--- config.mk ---
export PLATFORM = sky130hd
export DESIGN_NAME = hilbertFilter
export DESIGN_NICKNAME = d
export VERILOG_FILES = /design/src/mfPkg.sv /design/src/hilbertFilter.sv
export SDC_FILE = /design/constraint.sdc
export NUM_CORES = 2
export LEC_CHECK = 0
export ABC_CLOCK_PERIOD_IN_PS = 14460
export BUFFER_PORTS_ARGS = -buffer_cell sky130_fd_sc_hd__buf_2
export CELL_PAD_IN_SITES_DETAIL_PLACEMENT = 0
export CELL_PAD_IN_SITES_GLOBAL_PLACEMENT = 1
export CORE_MARGIN = 10
export CORE_UTILIZATION = 35
export CTS_BUF_LIST = sky130_fd_sc_hd__clkbuf_16
export CTS_CLUSTER_SIZE = 12
export DETAILED_ROUTE_END_ITERATION = 16
export GPL_ROUTABILITY_DRIVEN = 0
export PLACE_DENSITY = 0.64
export SYNTH_ARGS = -nofsm -noshare
export SYNTH_HDL_FRONTEND = slang
export SYNTH_SLANG_ARGS = --single-unit
--- constraint.sdc ---
create_clock -name clock -period 14.46 [get_ports clock]
set_input_delay 0 -clock clock [delete_from_list [all_inputs] [get_ports clock]]
set_output_delay 0 -clock clock [all_outputs]
set_load 0.02 [all_outputs]
--- src/mfPkg.sv ---
// ------------------------------------------------------------
// Shared types, constants and register map of the matched filter.
// Datapath widths are sized so that no stage can overflow.
// The Hilbert set is fixed at 7 taps in Q1.15.
// ------------------------------------------------------------
package mfPkg;

	// Real input samples and Q1.15 coefficient words.
	typedef logic signed [15:0] sampleT;
	typedef logic signed [15:0] coeffT;

	// Analytic samples keep a few guard bits above the input width.
	typedef logic signed [19:0] analyticT;

	// Full-precision complex convolution sum and its squared magnitude.
	typedef logic signed [39:0] firAccT;
	typedef logic [79:0] powerT;
	typedef logic [39:0] magnitudeT;

	// Bus address and output counter.
	typedef logic [7:0] regAddrT;
	typedef logic [15:0] countT;

	// The im field sits in the upper half, matching the bus word layout.
	typedef struct packed {
		coeffT im;
		coeffT re;
	} complexCoeffT;

	typedef struct packed {
		analyticT im;
		analyticT re;
	} analyticSampleT;

	typedef struct packed {
		firAccT im;
		firAccT re;
	} firOutT;

	// Hilbert transform taps, index 0 applied to the newest sample.
	localparam int HT_TAPS = 7;
	localparam int HT_SHIFT = 15;
	localparam coeffT HT_COEFFS [HT_TAPS] = '{
		-16'sd6954, 16'sd0, -16'sd20861, 16'sd0, 16'sd20861, 16'sd0, 16'sd6954
	};

	// Register map, byte offsets.
	localparam regAddrT REG_CONTROL = 8'h00;
	localparam regAddrT REG_STATUS = 8'h04;
	localparam regAddrT REG_COEFF_BASE = 8'h40;
	localparam int CTRL_ENABLE_BIT = 0;
	localparam int CTRL_CLEAR_BIT = 1;
	localparam logic [1:0] RESP_OKAY = 2'b00;
	localparam logic [1:0] RESP_SLVERR = 2'b10;

	// States of the iterative square root.
	typedef enum logic [1:0] {
		IDLE,
		ITERATE,
		HOLD
	} sqrtStateT;

endpackage

--- src/hilbertFilter.sv ---
// ------------------------------------------------------------
// Fixed 7-tap Hilbert FIR. One output per accepted sample,
// registered one cycle after acceptance. The real part is the
// centre-tap sample, so it lags the input by three samples.
// ------------------------------------------------------------
`timescale 1ns/1ps

module hilbertFilter (
	input  logic clock,
	input  logic reset,
	input  logic clearHistory,
	input  mfPkg::sampleT sampleIn,
	input  logic sampleFire,
	output mfPkg::analyticSampleT analytic,
	output logic analyticValid
);
	import mfPkg::*;

	// Index 0 holds the newest sample.
	sampleT delayLine [HT_TAPS];
	sampleT nextLine [HT_TAPS];

	// 16x16 products over 7 taps fit easily in 36 bits.
	logic signed [35:0] quadSum;
	logic signed [35:0] quadShifted;

	// The line as it will be after the incoming sample is shifted in.
	// A clear in the same cycle drops the old history first.
	always_comb begin
		nextLine[0] = sampleIn;
		for (int k = 1; k < HT_TAPS; k++) begin
			nextLine[k] = clearHistory ? '0 : delayLine[k-1];
		end
	end

	// Quadrature output is the dot product with the fixed taps.
	always_comb begin
		quadSum = '0;
		for (int k = 0; k < HT_TAPS; k++) begin
			quadSum = quadSum + 36'(nextLine[k]) * 36'(HT_COEFFS[k]);
		end
		quadShifted = quadSum >>> HT_SHIFT;
	end

	always_ff @(posedge clock) begin
		if (reset) begin
			analyticValid <= 1'b0;
			delayLine <= '{default: '0};
		end else begin
			analyticValid <= sampleFire;
			if (sampleFire) begin
				delayLine <= nextLine;
			end else if (clearHistory) begin
				delayLine <= '{default: '0};
			end
		end
	end

	// The output pair only moves when a sample is accepted.
	always_ff @(posedge clock) begin
		if (sampleFire) begin
			analytic.re <= analyticT'(nextLine[HT_TAPS / 2]);
			analytic.im <= analyticT'(quadShifted);
		end
	end

endmodule

==> Flow_metrics.wiki <==
{| class="wikitable"
! Metric !! Value
|-
| Fill cells || 7594
|-
| H-tree level count || 4
|-
| HPWL after detailed placement || 58150 um
|-
| Clock Sinks || 133
|-
| Number of vias per cell after detailed routing || 4.613
|-
| DIE WIDTH || 296.3 um
|-
| Post-Syn Nets || 3699
|-
| Quantity of gates resized following cts || 0
|-
| Number of violations reported at the end of detailed-routing iteration 0 || 677
|-
| Portion of netlist area occupied by mux cells || 0.02959
|-
| CTS Buf Count || 17
|-
| Yosys warns || 0
|-
| Max Cap Violations || 0
|-
| Final clock period utilization by the worst path || 0.8121
|-
| Simple-gate portion of the synthesized area || 0.05918
|-
| Critical path arrival || 11960 ps
|-
| Number of distinct library cell variants in the gate-level netlist after synthesis || 58
|-
| FF-to-FF Start || delayLine[17]
|-
| Worst-path fanout max || 8
|-
| Min Clock Period, post-route || 11740 ps
|-
| Global routing usage summed across all routing layers || 0.1630
|-
| Routed WL || 67420 um
|-
| Final core occ || 0.3810
|-
| Worst path max stage delay || 560 ps
|-
| Most Frequent Cell on Critical Path || sky130_fd_sc_hd__fa_1
|-
| Count of cells along the worst register-to-register path || 38
|-
| Power density over the cells || 213.8 nW/um^2
|-
| Overall die height || 296.3 um
|-
| Cell count after synthesis || 2697
|-
| Number of buffer cells added on primary ports || 60
|-
| Run status || completed
|-
| Share of post-route cells with drive strength above 1 || 0.04440
|-
| Mean instance size in the synthesized netlist || 9.908 um^2
|-
| Layout Area Growth over Synthesis || 8.095%
|-
| Slowest-stage cell, CP || sky130_fd_sc_hd__fa_1
|-
| Critical Path Start Type || input port
|-
| Core area || 75820 um^2
|-
| Max Root-Sink Buffers || 2
|-
| Synthesized-area fraction occupied by ao, oa, aoi and oai cells || 0.04645
|-
| Hold wc startpoint || sampleFire
|-
| Fraction of the mapped netlist area in adder cells || 0.5898
|-
| Worst Tran Pin Value || 1133 ps
|-
| Cell taking the most area after synthesis || sky130_fd_sc_hd__fa_1
|-
| Initial antenna violation count || 2
|-
| Post-CTS Hold Fix Bufs || 15
|-
| Clk Latency, worst-skew pair || 490 ps
|-
| Unrepaired setup endpoints after global routing || false
|-
| Count of vias placed by the detailed router || 17290
|-
| Effective utilization at floorplan || 0.3524
|-
| Worst-path clk slew || 80 ps
|-
| End point of the worst hold path || analytic[0]
|-
| Pins Over Slew Limit || 0
|-
| Register-to-register setup slack || 3000 ps
|-
| Maximum achievable frequency || 85.16 MHz
|-
| Number of flops mapped to enable cells by yosys || 36
|-
| Clock Skew || 15.23 ps
|-
| Worst Path Required || 14680 ps
|-
| Dominant synthesized flop cell || sky130_fd_sc_hd__dfxtp_1
|-
| Number of hold violations in the final report || 0
|-
| Global-route wire length before repair || 108500 um
|-
| Worst reg2reg endpoint || analytic[39]
|-
| Type of the worst min-delay path || in -> reg
|-
| IR drop worst, VDD || 230.7 uV
|-
| Detail-routed net length per standard cell || 17.99 um
|-
| Largest net degree at the start of global routing || 71
|-
| Count of cells along the worst hold path || 1
|-
| TritonCTS clock tree || built
|-
| Part of the Yosys area used for sequential elements || 0.1131
|-
| #FFs+latches synth || 133
|-
| Post-CTS Setup Repair Bufs || 0
|-
| Leading post-synthesis cells by instance count || sky130_fd_sc_hd__inv_1, sky130_fd_sc_hd__ha_1, sky130_fd_sc_hd__fa_1
|-
| Die area || 87810 um^2
|-
| Total setup violations reported at the end of the flow || 0
|-
| Leakage || 15.37 nW
|-
| Netlist area before placement || 26720 um^2
|-
| Root buffer cell || sky130_fd_sc_hd__clkbuf_16
|-
| Synth top area share || 0.3468
|-
| Post-route ant nets || 0
|-
| Net count reported at finish || 3759
|-
| Parity-gate share of the synthesized area counting xor and xnor cells || 0.03905
|-
| Setup Total Neg Slack || 0 ps
|-
| Endpoint class of the critical path || register
|-
| Post-route DRC violation count || 0
|-
| Async set or reset register ratio after synthesis || 0
|-
| Tightest slew margin relative to the limit || 0.2448
|-
| # rows || 101
|-
| Combinational family with the most area after synthesis || adder cells
|-
| I/O pins || 61
|-
| Detailed-router iteration count before antenna repair || 5
|-
| Most frequent cell after synthesis || sky130_fd_sc_hd__inv_1
|-
| Vias in the first global route || 19550
|-
| Worst Path Class, Setup || in -> reg
|-
| Worst hold-check slack || 73.77 ps
|-
| ANT cells || 0
|-
| Top cells by area in the synthesized netlist || sky130_fd_sc_hd__fa_1, sky130_fd_sc_hd__ha_1, sky130_fd_sc_hd__inv_1
|-
| Total global routing overflow || 0
|}
-- cell usage in the layout (no fill, tap or decap), types with 6 or more instances in the layout --
cell type and instances:
sky130_fd_sc_hd__inv_1 822, sky130_fd_sc_hd__ha_1 519, sky130_fd_sc_hd__fa_1 463, sky130_fd_sc_hd__nor2_1 147, sky130_fd_sc_hd__dfxtp_1 97, sky130_fd_sc_hd__a21oi_1 89
sky130_fd_sc_hd__xnor2_1 89, sky130_fd_sc_hd__mux2i_1 79, sky130_fd_sc_hd__buf_2 59, sky130_fd_sc_hd__nor2b_1 45, sky130_fd_sc_hd__edfxtp_1 36, sky130_fd_sc_hd__nand2_1 30
sky130_fd_sc_hd__nand2b_1 28, sky130_fd_sc_hd__xor2_1 27, sky130_fd_sc_hd__o21ai_0 22, sky130_fd_sc_hd__a21o_1 19, sky130_fd_sc_hd__clkbuf_16 17, sky130_fd_sc_hd__nor3b_1 16
sky130_fd_sc_hd__dlygate4sd3_1 15, sky130_fd_sc_hd__nand3_1 12, sky130_fd_sc_hd__o21a_1 12, sky130_fd_sc_hd__buf_4 12, sky130_fd_sc_hd__nor3_1 11, sky130_fd_sc_hd__o21bai_1 9
sky130_fd_sc_hd__a31oi_1 7, sky130_fd_sc_hd__and2_1 6, sky130_fd_sc_hd__and3_1 6
-- flip-flops by register name, summed over array words and instances (netlist names) --
name and flops:
delayLine 96, analytic 36, analyticValid 1
-- worst max path at each step --
| stage | to | cells past startpoint | start | slack, ps |
|---|---|---|---|---|
| final | analytic[39] | 41 | sampleIn[6] | 2720 |
| after global routing | analytic[39] | 41 | sampleIn[9] | 2060 |
| after CTS | analytic[39] | 41 | sampleIn[6] | 2650 |
| after detailed placement | analytic[39] | 39 | clearHistory | 2610 |
| after global placement | analytic[39] | 39 | clearHistory | 2650 |
| after floorplan | analytic[39] | 39 | sampleIn[7] | 4110 |
-- per-layer routing --
layer / GRT usage / part of all wire / up-vias / wire length, um
met3: 0.02671 / 0.035 / 65 / 2361
li1: - / - / 8306 / -
met2: 0.2830 / 0.49 / 224 / 32870
met1: 0.2062 / 0.45 / 8693 / 30530
met5: 0 / 0 / - / 0
met4: 0.04682 / 0.024 / 0 / 1651
-- final cells by class --
type	instances	area [um^2]	share of cell area
well taps	978	1224	0.04236
flip-flops and latches	133	3023	0.1046
clock buffers	17	425.4	0.01473
repair buffers	87	546.8	0.01893
inverters	823	3089	0.1069
clock inverters	15	137.6	0.004765
multi-input cells	1695	20440	0.7076
-- metrics by stage --
step                std cells  total power [mW]  worst slack (ps)  instance area, um^2
floorplan                2697             4.486              4105                26720
global placement         3701             5.775              2655                28170
detailed placement       3701             5.807              2607                28170
CTS                      3748             6.301              2648                28890
global route             3748             7.030              2057                28890
finish                   3748             6.176              2717                28890
-- logic make-up after synthesis --
kind of cell | Yosys count
fa+ha+maj | 982
buf+inv | 869
simple gates | 323
compound gates | 193
flops | 133
xor+xnor | 117
mux | 79
other cells | 1
-- power by group --
| group | switching (mW) | total (mW) | internal, mW | leakage (nW) |
|---|---|---|---|---|
| combinational | 3.05 | 5.16 | 2.11 | 13.9 |
| clock | 0.210 | 0.436 | 0.226 | 0.279 |
| sequential | 0.00835 | 0.576 | 0.567 | 1.14 |
| total | 3.27 | 6.18 | 2.91 | 15.4 |
-- worst max-delay path, delay by kind of cell --
| family | cells | cell delay (ps) |
|---|---|---|
| AO/OA/AOI/OAI | 10 | 2850 |
| XOR/XNOR | 3 | 690 |
| adder cells (fa/ha/maj) | 16 | 6910 |
| buffers and inverters | 10 | 1190 |
| AND/OR/NAND/NOR | 2 | 310 |
(Power assumes the default switching activity.)
