### config.mk
export PLATFORM = sky130hd
export DESIGN_NAME = mfRegs
export DESIGN_NICKNAME = d
export VERILOG_FILES = /design/src/mfPkg.sv /design/src/mfRegs.sv
export SDC_FILE = /design/constraint.sdc
export NUM_CORES = 1
export LEC_CHECK = 0
export ABC_AREA = 1
export BUFFER_PORTS_ARGS = -buffer_cell sky130_fd_sc_hd__buf_2
export CAP_MARGIN = 20
export CELL_PAD_IN_SITES_DETAIL_PLACEMENT = 1
export CELL_PAD_IN_SITES_GLOBAL_PLACEMENT = 1
export CORE_ASPECT_RATIO = 0.6
export CORE_MARGIN = 2
export CORE_UTILIZATION = 37
export DETAILED_ROUTE_END_ITERATION = 7
export PLACE_DENSITY = 0.79
export SYNTH_ARGS = -nofsm -noshare
export SYNTH_HDL_FRONTEND = slang
export SYNTH_SLANG_ARGS = --single-unit
export TNS_END_PERCENT = 5
### constraint.sdc
create_clock -name clock -period 2 [get_ports clock]
set_clock_uncertainty 0.1 [all_clocks]
set_input_delay 0.4 -clock clock [delete_from_list [all_inputs] [get_ports clock]]
set_output_delay 0.4 -clock clock [all_outputs]
set_load 0.005 [all_outputs]
### src/mfPkg.sv
// ------------------------------------------------------------
// Shared types, constants and register map of the matched filter.
// Datapath widths are sized so that no stage can overflow.
// The Hilbert set is fixed at 7 taps in Q1.15.
// ------------------------------------------------------------
package mfPkg;

	// Real input samples and Q1.15 coefficient words.
	typedef logic signed [15:0] sampleT;
	typedef logic signed [15:0] coeffT;

	// Analytic samples keep a few guard bits above the input width.
	typedef logic signed [19:0] analyticT;

	// Full-precision complex convolution sum and its squared magnitude.
	typedef logic signed [39:0] firAccT;
	typedef logic [79:0] powerT;
	typedef logic [39:0] magnitudeT;

	// Bus address and output counter.
	typedef logic [7:0] regAddrT;
	typedef logic [15:0] countT;

	// The im field sits in the upper half, matching the bus word layout.
	typedef struct packed {
		coeffT im;
		coeffT re;
	} complexCoeffT;

	typedef struct packed {
		analyticT im;
		analyticT re;
	} analyticSampleT;

	typedef struct packed {
		firAccT im;
		firAccT re;
	} firOutT;

	// Hilbert transform taps, index 0 applied to the newest sample.
	localparam int HT_TAPS = 7;
	localparam int HT_SHIFT = 15;
	localparam coeffT HT_COEFFS [HT_TAPS] = '{
		-16'sd6954, 16'sd0, -16'sd20861, 16'sd0, 16'sd20861, 16'sd0, 16'sd6954
	};

	// Register map, byte offsets.
	localparam regAddrT REG_CONTROL = 8'h00;
	localparam regAddrT REG_STATUS = 8'h04;
	localparam regAddrT REG_COEFF_BASE = 8'h40;
	localparam int CTRL_ENABLE_BIT = 0;
	localparam int CTRL_CLEAR_BIT = 1;
	localparam logic [1:0] RESP_OKAY = 2'b00;
	localparam logic [1:0] RESP_SLVERR = 2'b10;

	// States of the iterative square root.
	typedef enum logic [1:0] {
		IDLE,
		ITERATE,
		HOLD
	} sqrtStateT;

endpackage

### src/mfRegs.sv
// ------------------------------------------------------------
// AXI4-Lite slave, 8-bit address, 32-bit data, one transfer at a time.
// A write needs awvalid and wvalid together. Unmapped addresses
// answer SLVERR. The low two address bits are ignored.
// ------------------------------------------------------------
`timescale 1ns/1ps

module mfRegs #(
	parameter int MF_TAPS = 8
) (
	input  logic clock,
	input  logic reset,
	input  mfPkg::regAddrT awaddr,
	input  logic awvalid,
	output logic awready,
	input  logic [31:0] wdata,
	input  logic [3:0] wstrb,
	input  logic wvalid,
	output logic wready,
	output logic [1:0] bresp,
	output logic bvalid,
	input  logic bready,
	input  mfPkg::regAddrT araddr,
	input  logic arvalid,
	output logic arready,
	output logic [31:0] rdata,
	output logic [1:0] rresp,
	output logic rvalid,
	input  logic rready,
	input  logic outputFire,
	output logic enable,
	output logic clearHistory,
	output mfPkg::complexCoeffT coeffs [MF_TAPS]
);
	import mfPkg::*;

	// Word addresses of the register map.
	localparam logic [5:0] CONTROL_WORD = REG_CONTROL[7:2];
	localparam logic [5:0] STATUS_WORD = REG_STATUS[7:2];
	localparam logic [5:0] COEFF_WORD = REG_COEFF_BASE[7:2];

	logic [5:0] writeWord;
	logic [5:0] readWord;
	logic writeStart;
	logic writeFire;
	logic readStart;
	logic readFire;
	logic [31:0] controlMerged;
	logic [31:0] readData;
	logic readOk;
	countT outputCount;

	// Replaces only the bytes whose strobe is set.
	function automatic logic [31:0] mergeBytes(input logic [31:0] oldWord,
		input logic [31:0] newWord, input logic [3:0] strobe);
		logic [31:0] merged;
		merged = oldWord;
		for (int b = 0; b < 4; b++) begin
			if (strobe[b]) begin
				merged[8*b +: 8] = newWord[8*b +: 8];
			end
		end
		return merged;
	endfunction

	// True when a word address falls inside the loaded table.
	function automatic logic isCoeffWord(input logic [5:0] word);
		return (word >= COEFF_WORD) && (int'(word) < int'(COEFF_WORD) + MF_TAPS);
	endfunction

	assign writeWord = awaddr[7:2];
	assign readWord = araddr[7:2];

	// Ready is raised for one cycle, so the transfer completes on the next edge.
	assign writeStart = awvalid && wvalid && !awready && !bvalid;
	assign writeFire = awready && awvalid && wvalid;
	assign readStart = arvalid && !arready && !rvalid;
	assign readFire = arready && arvalid;

	// Control bit 1 is a strobe, so it never reads back as set.
	assign controlMerged = mergeBytes(32'(enable), wdata, wstrb);

	always_ff @(posedge clock) begin
		if (reset) begin
			awready <= 1'b0;
			wready <= 1'b0;
			bvalid <= 1'b0;
			bresp <= RESP_OKAY;
			enable <= 1'b0;
			clearHistory <= 1'b0;
			coeffs <= '{default: '0};
		end else begin
			awready <= writeStart;
			wready <= writeStart;
			clearHistory <= 1'b0;
			if (writeFire) begin
				bvalid <= 1'b1;
				bresp <= RESP_OKAY;
				if (writeWord == CONTROL_WORD) begin
					enable <= controlMerged[CTRL_ENABLE_BIT];
					clearHistory <= controlMerged[CTRL_CLEAR_BIT];
				end else if (isCoeffWord(writeWord)) begin
					for (int i = 0; i < MF_TAPS; i++) begin
						if (int'(writeWord) == int'(COEFF_WORD) + i) begin
							coeffs[i] <= mergeBytes(coeffs[i], wdata, wstrb);
						end
					end
				end else if (writeWord != STATUS_WORD) begin
					// The status word is read-only and quietly takes writes.
					bresp <= RESP_SLVERR;
				end
			end else if (bvalid && bready) begin
				bvalid <= 1'b0;
			end
		end
	end

	// Read decode, sampled on the address handshake.
	always_comb begin
		readData = '0;
		readOk = 1'b1;
		if (readWord == CONTROL_WORD) begin
			readData = 32'(enable);
		end else if (readWord == STATUS_WORD) begin
			readData = {outputCount, 15'b0, enable};
		end else if (isCoeffWord(readWord)) begin
			for (int i = 0; i < MF_TAPS; i++) begin
				if (int'(readWord) == int'(COEFF_WORD) + i) begin
					readData = coeffs[i];
				end
			end
		end else begin
			readOk = 1'b0;
		end
	end

	always_ff @(posedge clock) begin
		if (reset) begin
			arready <= 1'b0;
			rvalid <= 1'b0;
			rdata <= '0;
			rresp <= RESP_OKAY;
		end else begin
			arready <= readStart;
			if (readFire) begin
				rvalid <= 1'b1;
				rdata <= readData;
				rresp <= readOk ? RESP_OKAY : RESP_SLVERR;
			end else if (rvalid && rready) begin
				rvalid <= 1'b0;
			end
		end
	end

	// Counts magnitudes taken by the sink. It wraps at 16 bits.
	always_ff @(posedge clock) begin
		if (reset) begin
			outputCount <= '0;
		end else if (outputFire) begin
			outputCount <= outputCount + 1'b1;
		end
	end

	// The master must hold an address until it is taken.
	assert property (@(posedge clock) disable iff (reset) awvalid && !awready |=> awvalid)
		else $error("awvalid dropped before awready");
	assert property (@(posedge clock) disable iff (reset) arvalid && !arready |=> arvalid)
		else $error("arvalid dropped before arready");

endmodule

==> impl_metrics.json, run 1 <==
{
  "crit_chain": "nand2_2, nor2_2, nand2_1, nor3_2, inv_2, nor4_4, xnor2_1, nor2_1",
  "synthTopCellsByArea": "dfxtp_1 46%, nor2_1 14%, o21ai_0 9.8%",
  "worst-path-buf-inv": 1,
  "synthArstFlopShare": 0,
  "dp_hpwl_um": 43800,
  "wl_per_cell_um": 20.9,
  "viasPerCell": 5.37,
  "final-max-slew-violation-count": 0,
  "p_leak_uw": 0.00832,
  "yosysSeqAreaShare": 0.464,
  "relSlewSlack": 0.636,
  "yosysMostFrequentCell": "nor2_1",
  "totalWireLength_um": 58500,
  "clk_pin_slew_ns": 0.07,
  "switching_power_uw": 3060,
  "avgSynthCellArea_um2": 7.10,
  "start_util": 0.373,
  "swShare": 0.238,
  "gp_congestion": 0.904,
  "cp-start-kind": "register",
  "synth_top_area_cell": "dfxtp_1",
  "status": "finished clean",
  "synth_cell_types": 38,
  "slowest_stage": "dfxtp_2",
  "drtIter0Drc": 976,
  "p_int_uw": 9800,
  "pin_count": 359,
  "drive_above_1_share": 0.264,
  "grt_pass1_wl_um": 89400,
  "cp_max_fo": 5,
  "grt_pass1_vias": 15200,
  "setup.worst_path.end_class": "register",
  "die_x_um": 250,
  "critPathTopFamily": "simple AND/OR/NAND/NOR gates",
  "fin_crit_ns": 1.93,
  "ir_drop_v": 0.000845,
  "worstHoldPathType": "in2reg",
  "clkPwrFrac": 0.470,
  "clockBufferDepth": 3,
  "fmax_ghz": 0.517,
  "synth_common_cells": "486 x nor2_1, 312 x dfxtp_1, 264 x o21ai_0",
  "antenna_found_initial": 3,
  "tritoncts": "built",
  "power.density_nw_per_um2": 731,
  "utilization": 0.487,
  "core.rowCount": 54,
  "tightest_slew_ns": 0.546,
  "critPathMaxStageDelay_ns": 0.39,
  "yosys_warnings": 0,
  "vias": 15000,
  "combPwrFrac": 0.045,
  "core_um2": 36100,
  "die-area_um2": 38000,
  "clock-root-buffer": "clkbuf_16",
  "hold_violations": 0,
  "die_h_um": 152,
  "fin_crit_sh": 0.966,
  "setup_viol": 0,
  "netlist_area_um2": 13500,
  "grt_overflow": 0,
  "syn_to_final_growth_pct": 30.5,
  "drc": 0,
  "cts_inserted_buffers": 31,
  "maxCapViolCount": 0,
  "power_frac_seq": 0.485,
  "port_buffers": 352,
  "grt_max_degree": 59,
  "clk_latency_ns": 0.59,
  "ant_nets": 0,
  "final_net_count": 2355,
  "critPathRequiredTime_ns": 2.36,
  "clock_sinks": 312,
  "total_power_uw": 12900,
  "synth_cells": 1897,
  "arrival_ns": 2.29,
  "ys_ff_latch": 312,
  "grt_usage": 0.297,
  "synth_edf_count": 0,
  "synth_top_area_frac": 0.464,
  "crit_type": "reg2reg",
  "synth_ff_type": "dfxtp_1",
  "drt_first_pass_iters": 5,
  "htreeDepth": 1
}
worst register-to-register path, cell delays in order, from the launching register on:
cell and delay (ns):
dfxtp_2 0.39, nand2_2 0.10, nor2_2 0.13, nand2_1 0.13
nor3_2 0.26, inv_2 0.10, nor4_4 0.36, xnor2_1 0.19
nor2_1 0.06
final timing paths:
check                           cells after the start  slack (ns)               to      startpoint
worst min-delay path                                4        0.07     clearHistory       awaddr[2]
worst min register to register                      2        0.36        rdata[31]       rdata[31]
worst max register to register                      8        0.07  outputCount[11]  outputCount[2]
worst max-delay path                                8        0.07  outputCount[11]  outputCount[2]
per-layer routing:
| layer | vias to the layer above | part of all wire | GRT usage |
|---|---|---|---|
| met5 | - | 0 | 0 |
| met4 | 0 | 0.036 | 0.107 |
| met3 | 113 | 0.064 | 0.0493 |
| met2 | 554 | 0.44 | 0.466 |
| met1 | 7359 | 0.46 | 0.412 |
| li1 | 6983 | - | - |
cell usage in the layout (no fill, tap or decap), types with 3 or more instances in the layout:
| master | n |
|---|---|
| nand3_1 | 96 |
| or2_2 | 7 |
| o21ai_0 | 263 |
| bufinv_16 | 3 |
| nor4_1 | 4 |
| clkinv_2 | 5 |
| o211ai_1 | 8 |
| nand4_1 | 33 |
| nor2_2 | 11 |
| diode_2 | 3 |
| buf_4 | 89 |
| clkbuf_8 | 4 |
| nand2_4 | 3 |
| o21ai_1 | 13 |
| buf_12 | 23 |
| nor3_1 | 7 |
| inv_1 | 84 |
| clkbuf_16 | 31 |
| nor2_4 | 30 |
| nand2_1 | 235 |
| buf_2 | 352 |
| a21oi_1 | 142 |
| dfxtp_2 | 4 |
| nor3_2 | 4 |
| inv_2 | 29 |
| dlygate4sd3_1 | 5 |
| nand2_2 | 6 |
| dfxtp_1 | 308 |
| nor2_1 | 485 |
| clkbuf_1 | 10 |
registers in the layout, indices dropped and copies added, names as in the netlist:
signal,count
arready,1
bresp,1
bvalid,1
clearHistory,1
coeffs,256
enable,1
outputCount,16
rdata,32
rresp,1
rvalid,1
wready,1
kinds of logic (layout without fill, tap and decap cells):
| logic type | after synthesis | after routing | share of synthesized area |
|---|---|---|---|
| AND/OR/NAND/NOR | 931 | 931 | 0.304 |
| AO/OA/AOI/OAI | 428 | 428 | 0.161 |
| flip-flops | 312 | 312 | 0.464 |
| buffers and inverters | 222 | 642 | 0.0687 |
| XOR/XNOR | 2 | 2 | 0.00130 |
| adder cells (fa/ha/maj) | 1 | 1 | 0.000928 |
| other | 1 | 5 | 0.000278 |
timing repair:
action	CTS	global route
resized for setup	0	9
endpoints found under the hold margin	4	0
hold buffers	5	0
endpoints found under the setup margin	0	4
buffers inserted	0	2
power groups by stage:
stage / clock, µW / combinational, µW / sequential [µW]
2_1_floorplan: 0 / 282 / 6370
3_3_place_gp: 0 / 541 / 6370
3_5_place_dp: 0 / 555 / 6370
4_1_cts: 6090 / 568 / 6230
5_1_grt: 6370 / 615 / 6230
6_report: 6050 / 579 / 6230
area by class of cell:
| type | instances | area [µm²] |
|---|---|---|
| clock inverters | 12 | 155 |
| diodes | 3 | 7.51 |
| well taps | 476 | 596 |
| flip-flops and latches | 312 | 6250 |
| repair buffers | 469 | 2940 |
| clock buffers | 45 | 868 |
| multi-input cells | 1364 | 6330 |
| inverters | 116 | 440 |
| fillers | 4650 | 18500 |
stage by stage:
| step | hold WS [ns] | std cells | TNS [ns] | setup slack, ns | cell area (µm²) |
|---|---|---|---|---|---|
| 2_1_floorplan | 0.339 | 1898 | 0 | 0.264 | 13500 |
| 3_3_place_gp | 0.330 | 2730 | -6.51 | -0.148 | 16500 |
| 3_5_place_dp | 0.350 | 2730 | -15.27 | -0.174 | 16500 |
| 4_1_cts | 0.0472 | 2792 | 0 | 0.00628 | 17500 |
| 5_1_grt | 0.0751 | 2797 | -0.0190 | -0.0128 | 17600 |
| 6_report | 0.0678 | 2797 | 0 | 0.0673 | 17600 |
No activity file was read; power rests on OpenSTA's default activity.
==> run 2, diff against run 1 <==
--- a/config.mk
+++ b/config.mk
@@ -12,9 +12,9 @@
 export CELL_PAD_IN_SITES_GLOBAL_PLACEMENT = 1
 export CORE_ASPECT_RATIO = 0.6
 export CORE_MARGIN = 2
-export CORE_UTILIZATION = 37
+export CORE_UTILIZATION = 34
 export DETAILED_ROUTE_END_ITERATION = 7
-export PLACE_DENSITY = 0.79
+export PLACE_DENSITY = 0.76
 export SYNTH_ARGS = -nofsm -noshare
 export SYNTH_HDL_FRONTEND = slang
 export SYNTH_SLANG_ARGS = --single-unit
==> constraint.sdc (replaced) <==
create_clock -name clock -period 1.68 [get_ports clock]
set_clock_uncertainty 0.1 [all_clocks]
set_input_delay 0.336 -clock clock [delete_from_list [all_inputs] [get_ports clock]]
set_output_delay 0.336 -clock clock [all_outputs]
set_load 0.005 [all_outputs]
==> impl_metrics.json, run 2 (same netlist as run 1, synthesis figures left out) <==
{
  "fmax_ghz": 0.581,
  "grt_max_degree": 89,
  "r2r_slack_ns": -0.04,
  "maxCapViolCount": 0,
  "setup.worst_path.end_class": "register",
  "antenna_found_initial": 6,
  "hold_depth": 3,
  "tritoncts": "built",
  "fin_crit_ns": 1.72,
  "power.density_nw_per_um2": 828,
  "grt_pass1_vias": 15400,
  "largest_reg_flops": 256,
  "cp-start-kind": "register",
  "placed_cells_incl_taps": 2818,
  "vias": 15100,
  "hold_violations": 0,
  "crit_type": "reg2reg",
  "fill_cells": 5019,
  "stdcell_count": 2889,
  "top_register": "coeffs",
  "die_x_um": 261,
  "port_buffers": 352,
  "r2r-start": "wready",
  "violations": "negative setup slack",
  "grt_pass1_wl_um": 91000,
  "final-max-slew-violation-count": 0,
  "start_util": 0.345,
  "pin_count": 359,
  "ir_drop_v": 0.000674,
  "dp_hpwl_um": 46700,
  "grt_overflow": 0,
  "drc": 0,
  "drt_first_pass_iters": 5,
  "core_um2": 39100,
  "final_cell_mix": "479 x nor2_1, 351 x buf_2, 307 x dfxtp_1",
  "grt_usage": 0.288,
  "ant_nets": 0,
  "cts_inserted_buffers": 31,
  "rsz0062_at_grt": "true",
  "wl_per_cell_um": 21.1,
  "arrival_ns": 2.08,
  "setup_viol": 23,
  "crit_path_start": "wready",
  "die-area_um2": 41300,
  "hp-start": "wdata[8]",
  "setup_tns_ns": -0.398,
  "clock-root-buffer": "clkbuf_16",
  "stdcell_area_um2": 18200,
  "cp_max_fo": 8,
  "placed_area_um2": 17000,
  "drtIter0Drc": 1304,
  "worstRegToRegCells": 9,
  "drive_above_1_share": 0.285,
  "clock_sinks": 312,
  "timing.rr.end": "coeffs[125]",
  "htreeDepth": 1,
  "clk_pin_slew_ns": 0.07,
  "die_h_um": 158,
  "totalWireLength_um": 61100,
  "mostFrequentLayoutCell": "nor2_1",
  "final_net_count": 2400,
  "p_leak_uw": 0.00862,
  "core.rowCount": 56,
  "fin_ws_ns": -0.0401,
  "reg_top3": "coeffs x256, rdata x32, outputCount x16",
  "clockBufferDepth": 3,
  "whs_endpoint": "coeffs[232]",
  "critPathRequiredTime_ns": 2.04,
  "viasPerCell": 5.24,
  "status": "finished with violations",
  "fin_crit_sh": 1.02,
  "clk_latency_ns": 0.57,
  "worstHoldPathType": "in2reg",
  "syn_to_final_growth_pct": 35.1,
  "total_power_uw": 15100,
  "gp_congestion": 0.924
}
run 2: worst max-delay path by stage:
stage / end / cells past startpoint
floorplan: coeffs[141] / 11
global placement: coeffs[180] / 12
detailed placement: coeffs[177] / 12
CTS: coeffs[170] / 8
global route: coeffs[122] / 9
finish: coeffs[125] / 9
run 2: through the flow:
step / worst slack [ns] / utilization / hold WS, ns
2_1_floorplan: 0.00805 / - / 0.339
3_3_place_gp: -0.383 / 0.435 / 0.328
3_5_place_dp: -0.391 / 0.435 / 0.344
4_1_cts: -0.0548 / 0.463 / 0.00395
5_1_grt: -0.175 / 0.466 / 0.00701
6_report: -0.0401 / 0.466 / 0.0239
run 2: area by class of cell:
type                    instances  area, µm²  share of cell area
inverters                     116        448              0.0246
clock buffers                  47        856              0.0470
diodes                          5       12.5            0.000687
flip-flops and latches        312       6250               0.343
clock inverters                 9        101             0.00557
multi-input cells            1364       6430               0.353
repair buffers                514       3450               0.190
well taps                     522        653              0.0359
run 2: worst max-delay path: stages, from the launching register on:
cell and delay [ns]:
dfxtp_2 0.36, nand3_4 0.12, nor2_8 0.20, nand2_8 0.10, buf_4 0.16, buf_12 0.12, nor2_4 0.10, inv_1 0.15
nor2_1 0.13, nor2_1 0.06
run 2: repair_timing:
item,CTS,global route
endpoints found under the hold margin,6,0
pin swaps,12,9
hold buffers,6,0
buffers inserted,4,0
gates resized for setup,26,26
endpoints found under the setup margin,131,193
run 2: metal layers:
metal  track usage  share of wire
met5             0        0.00021
met2         0.447           0.44
met4         0.106          0.036
met1         0.394           0.45
met3        0.0584          0.079
run 2: power by group:
group	internal, µW	switching [µW]	total [µW]
logic	239	501	741
registers	7410	12.7	7420
clock network	3810	3100	6910
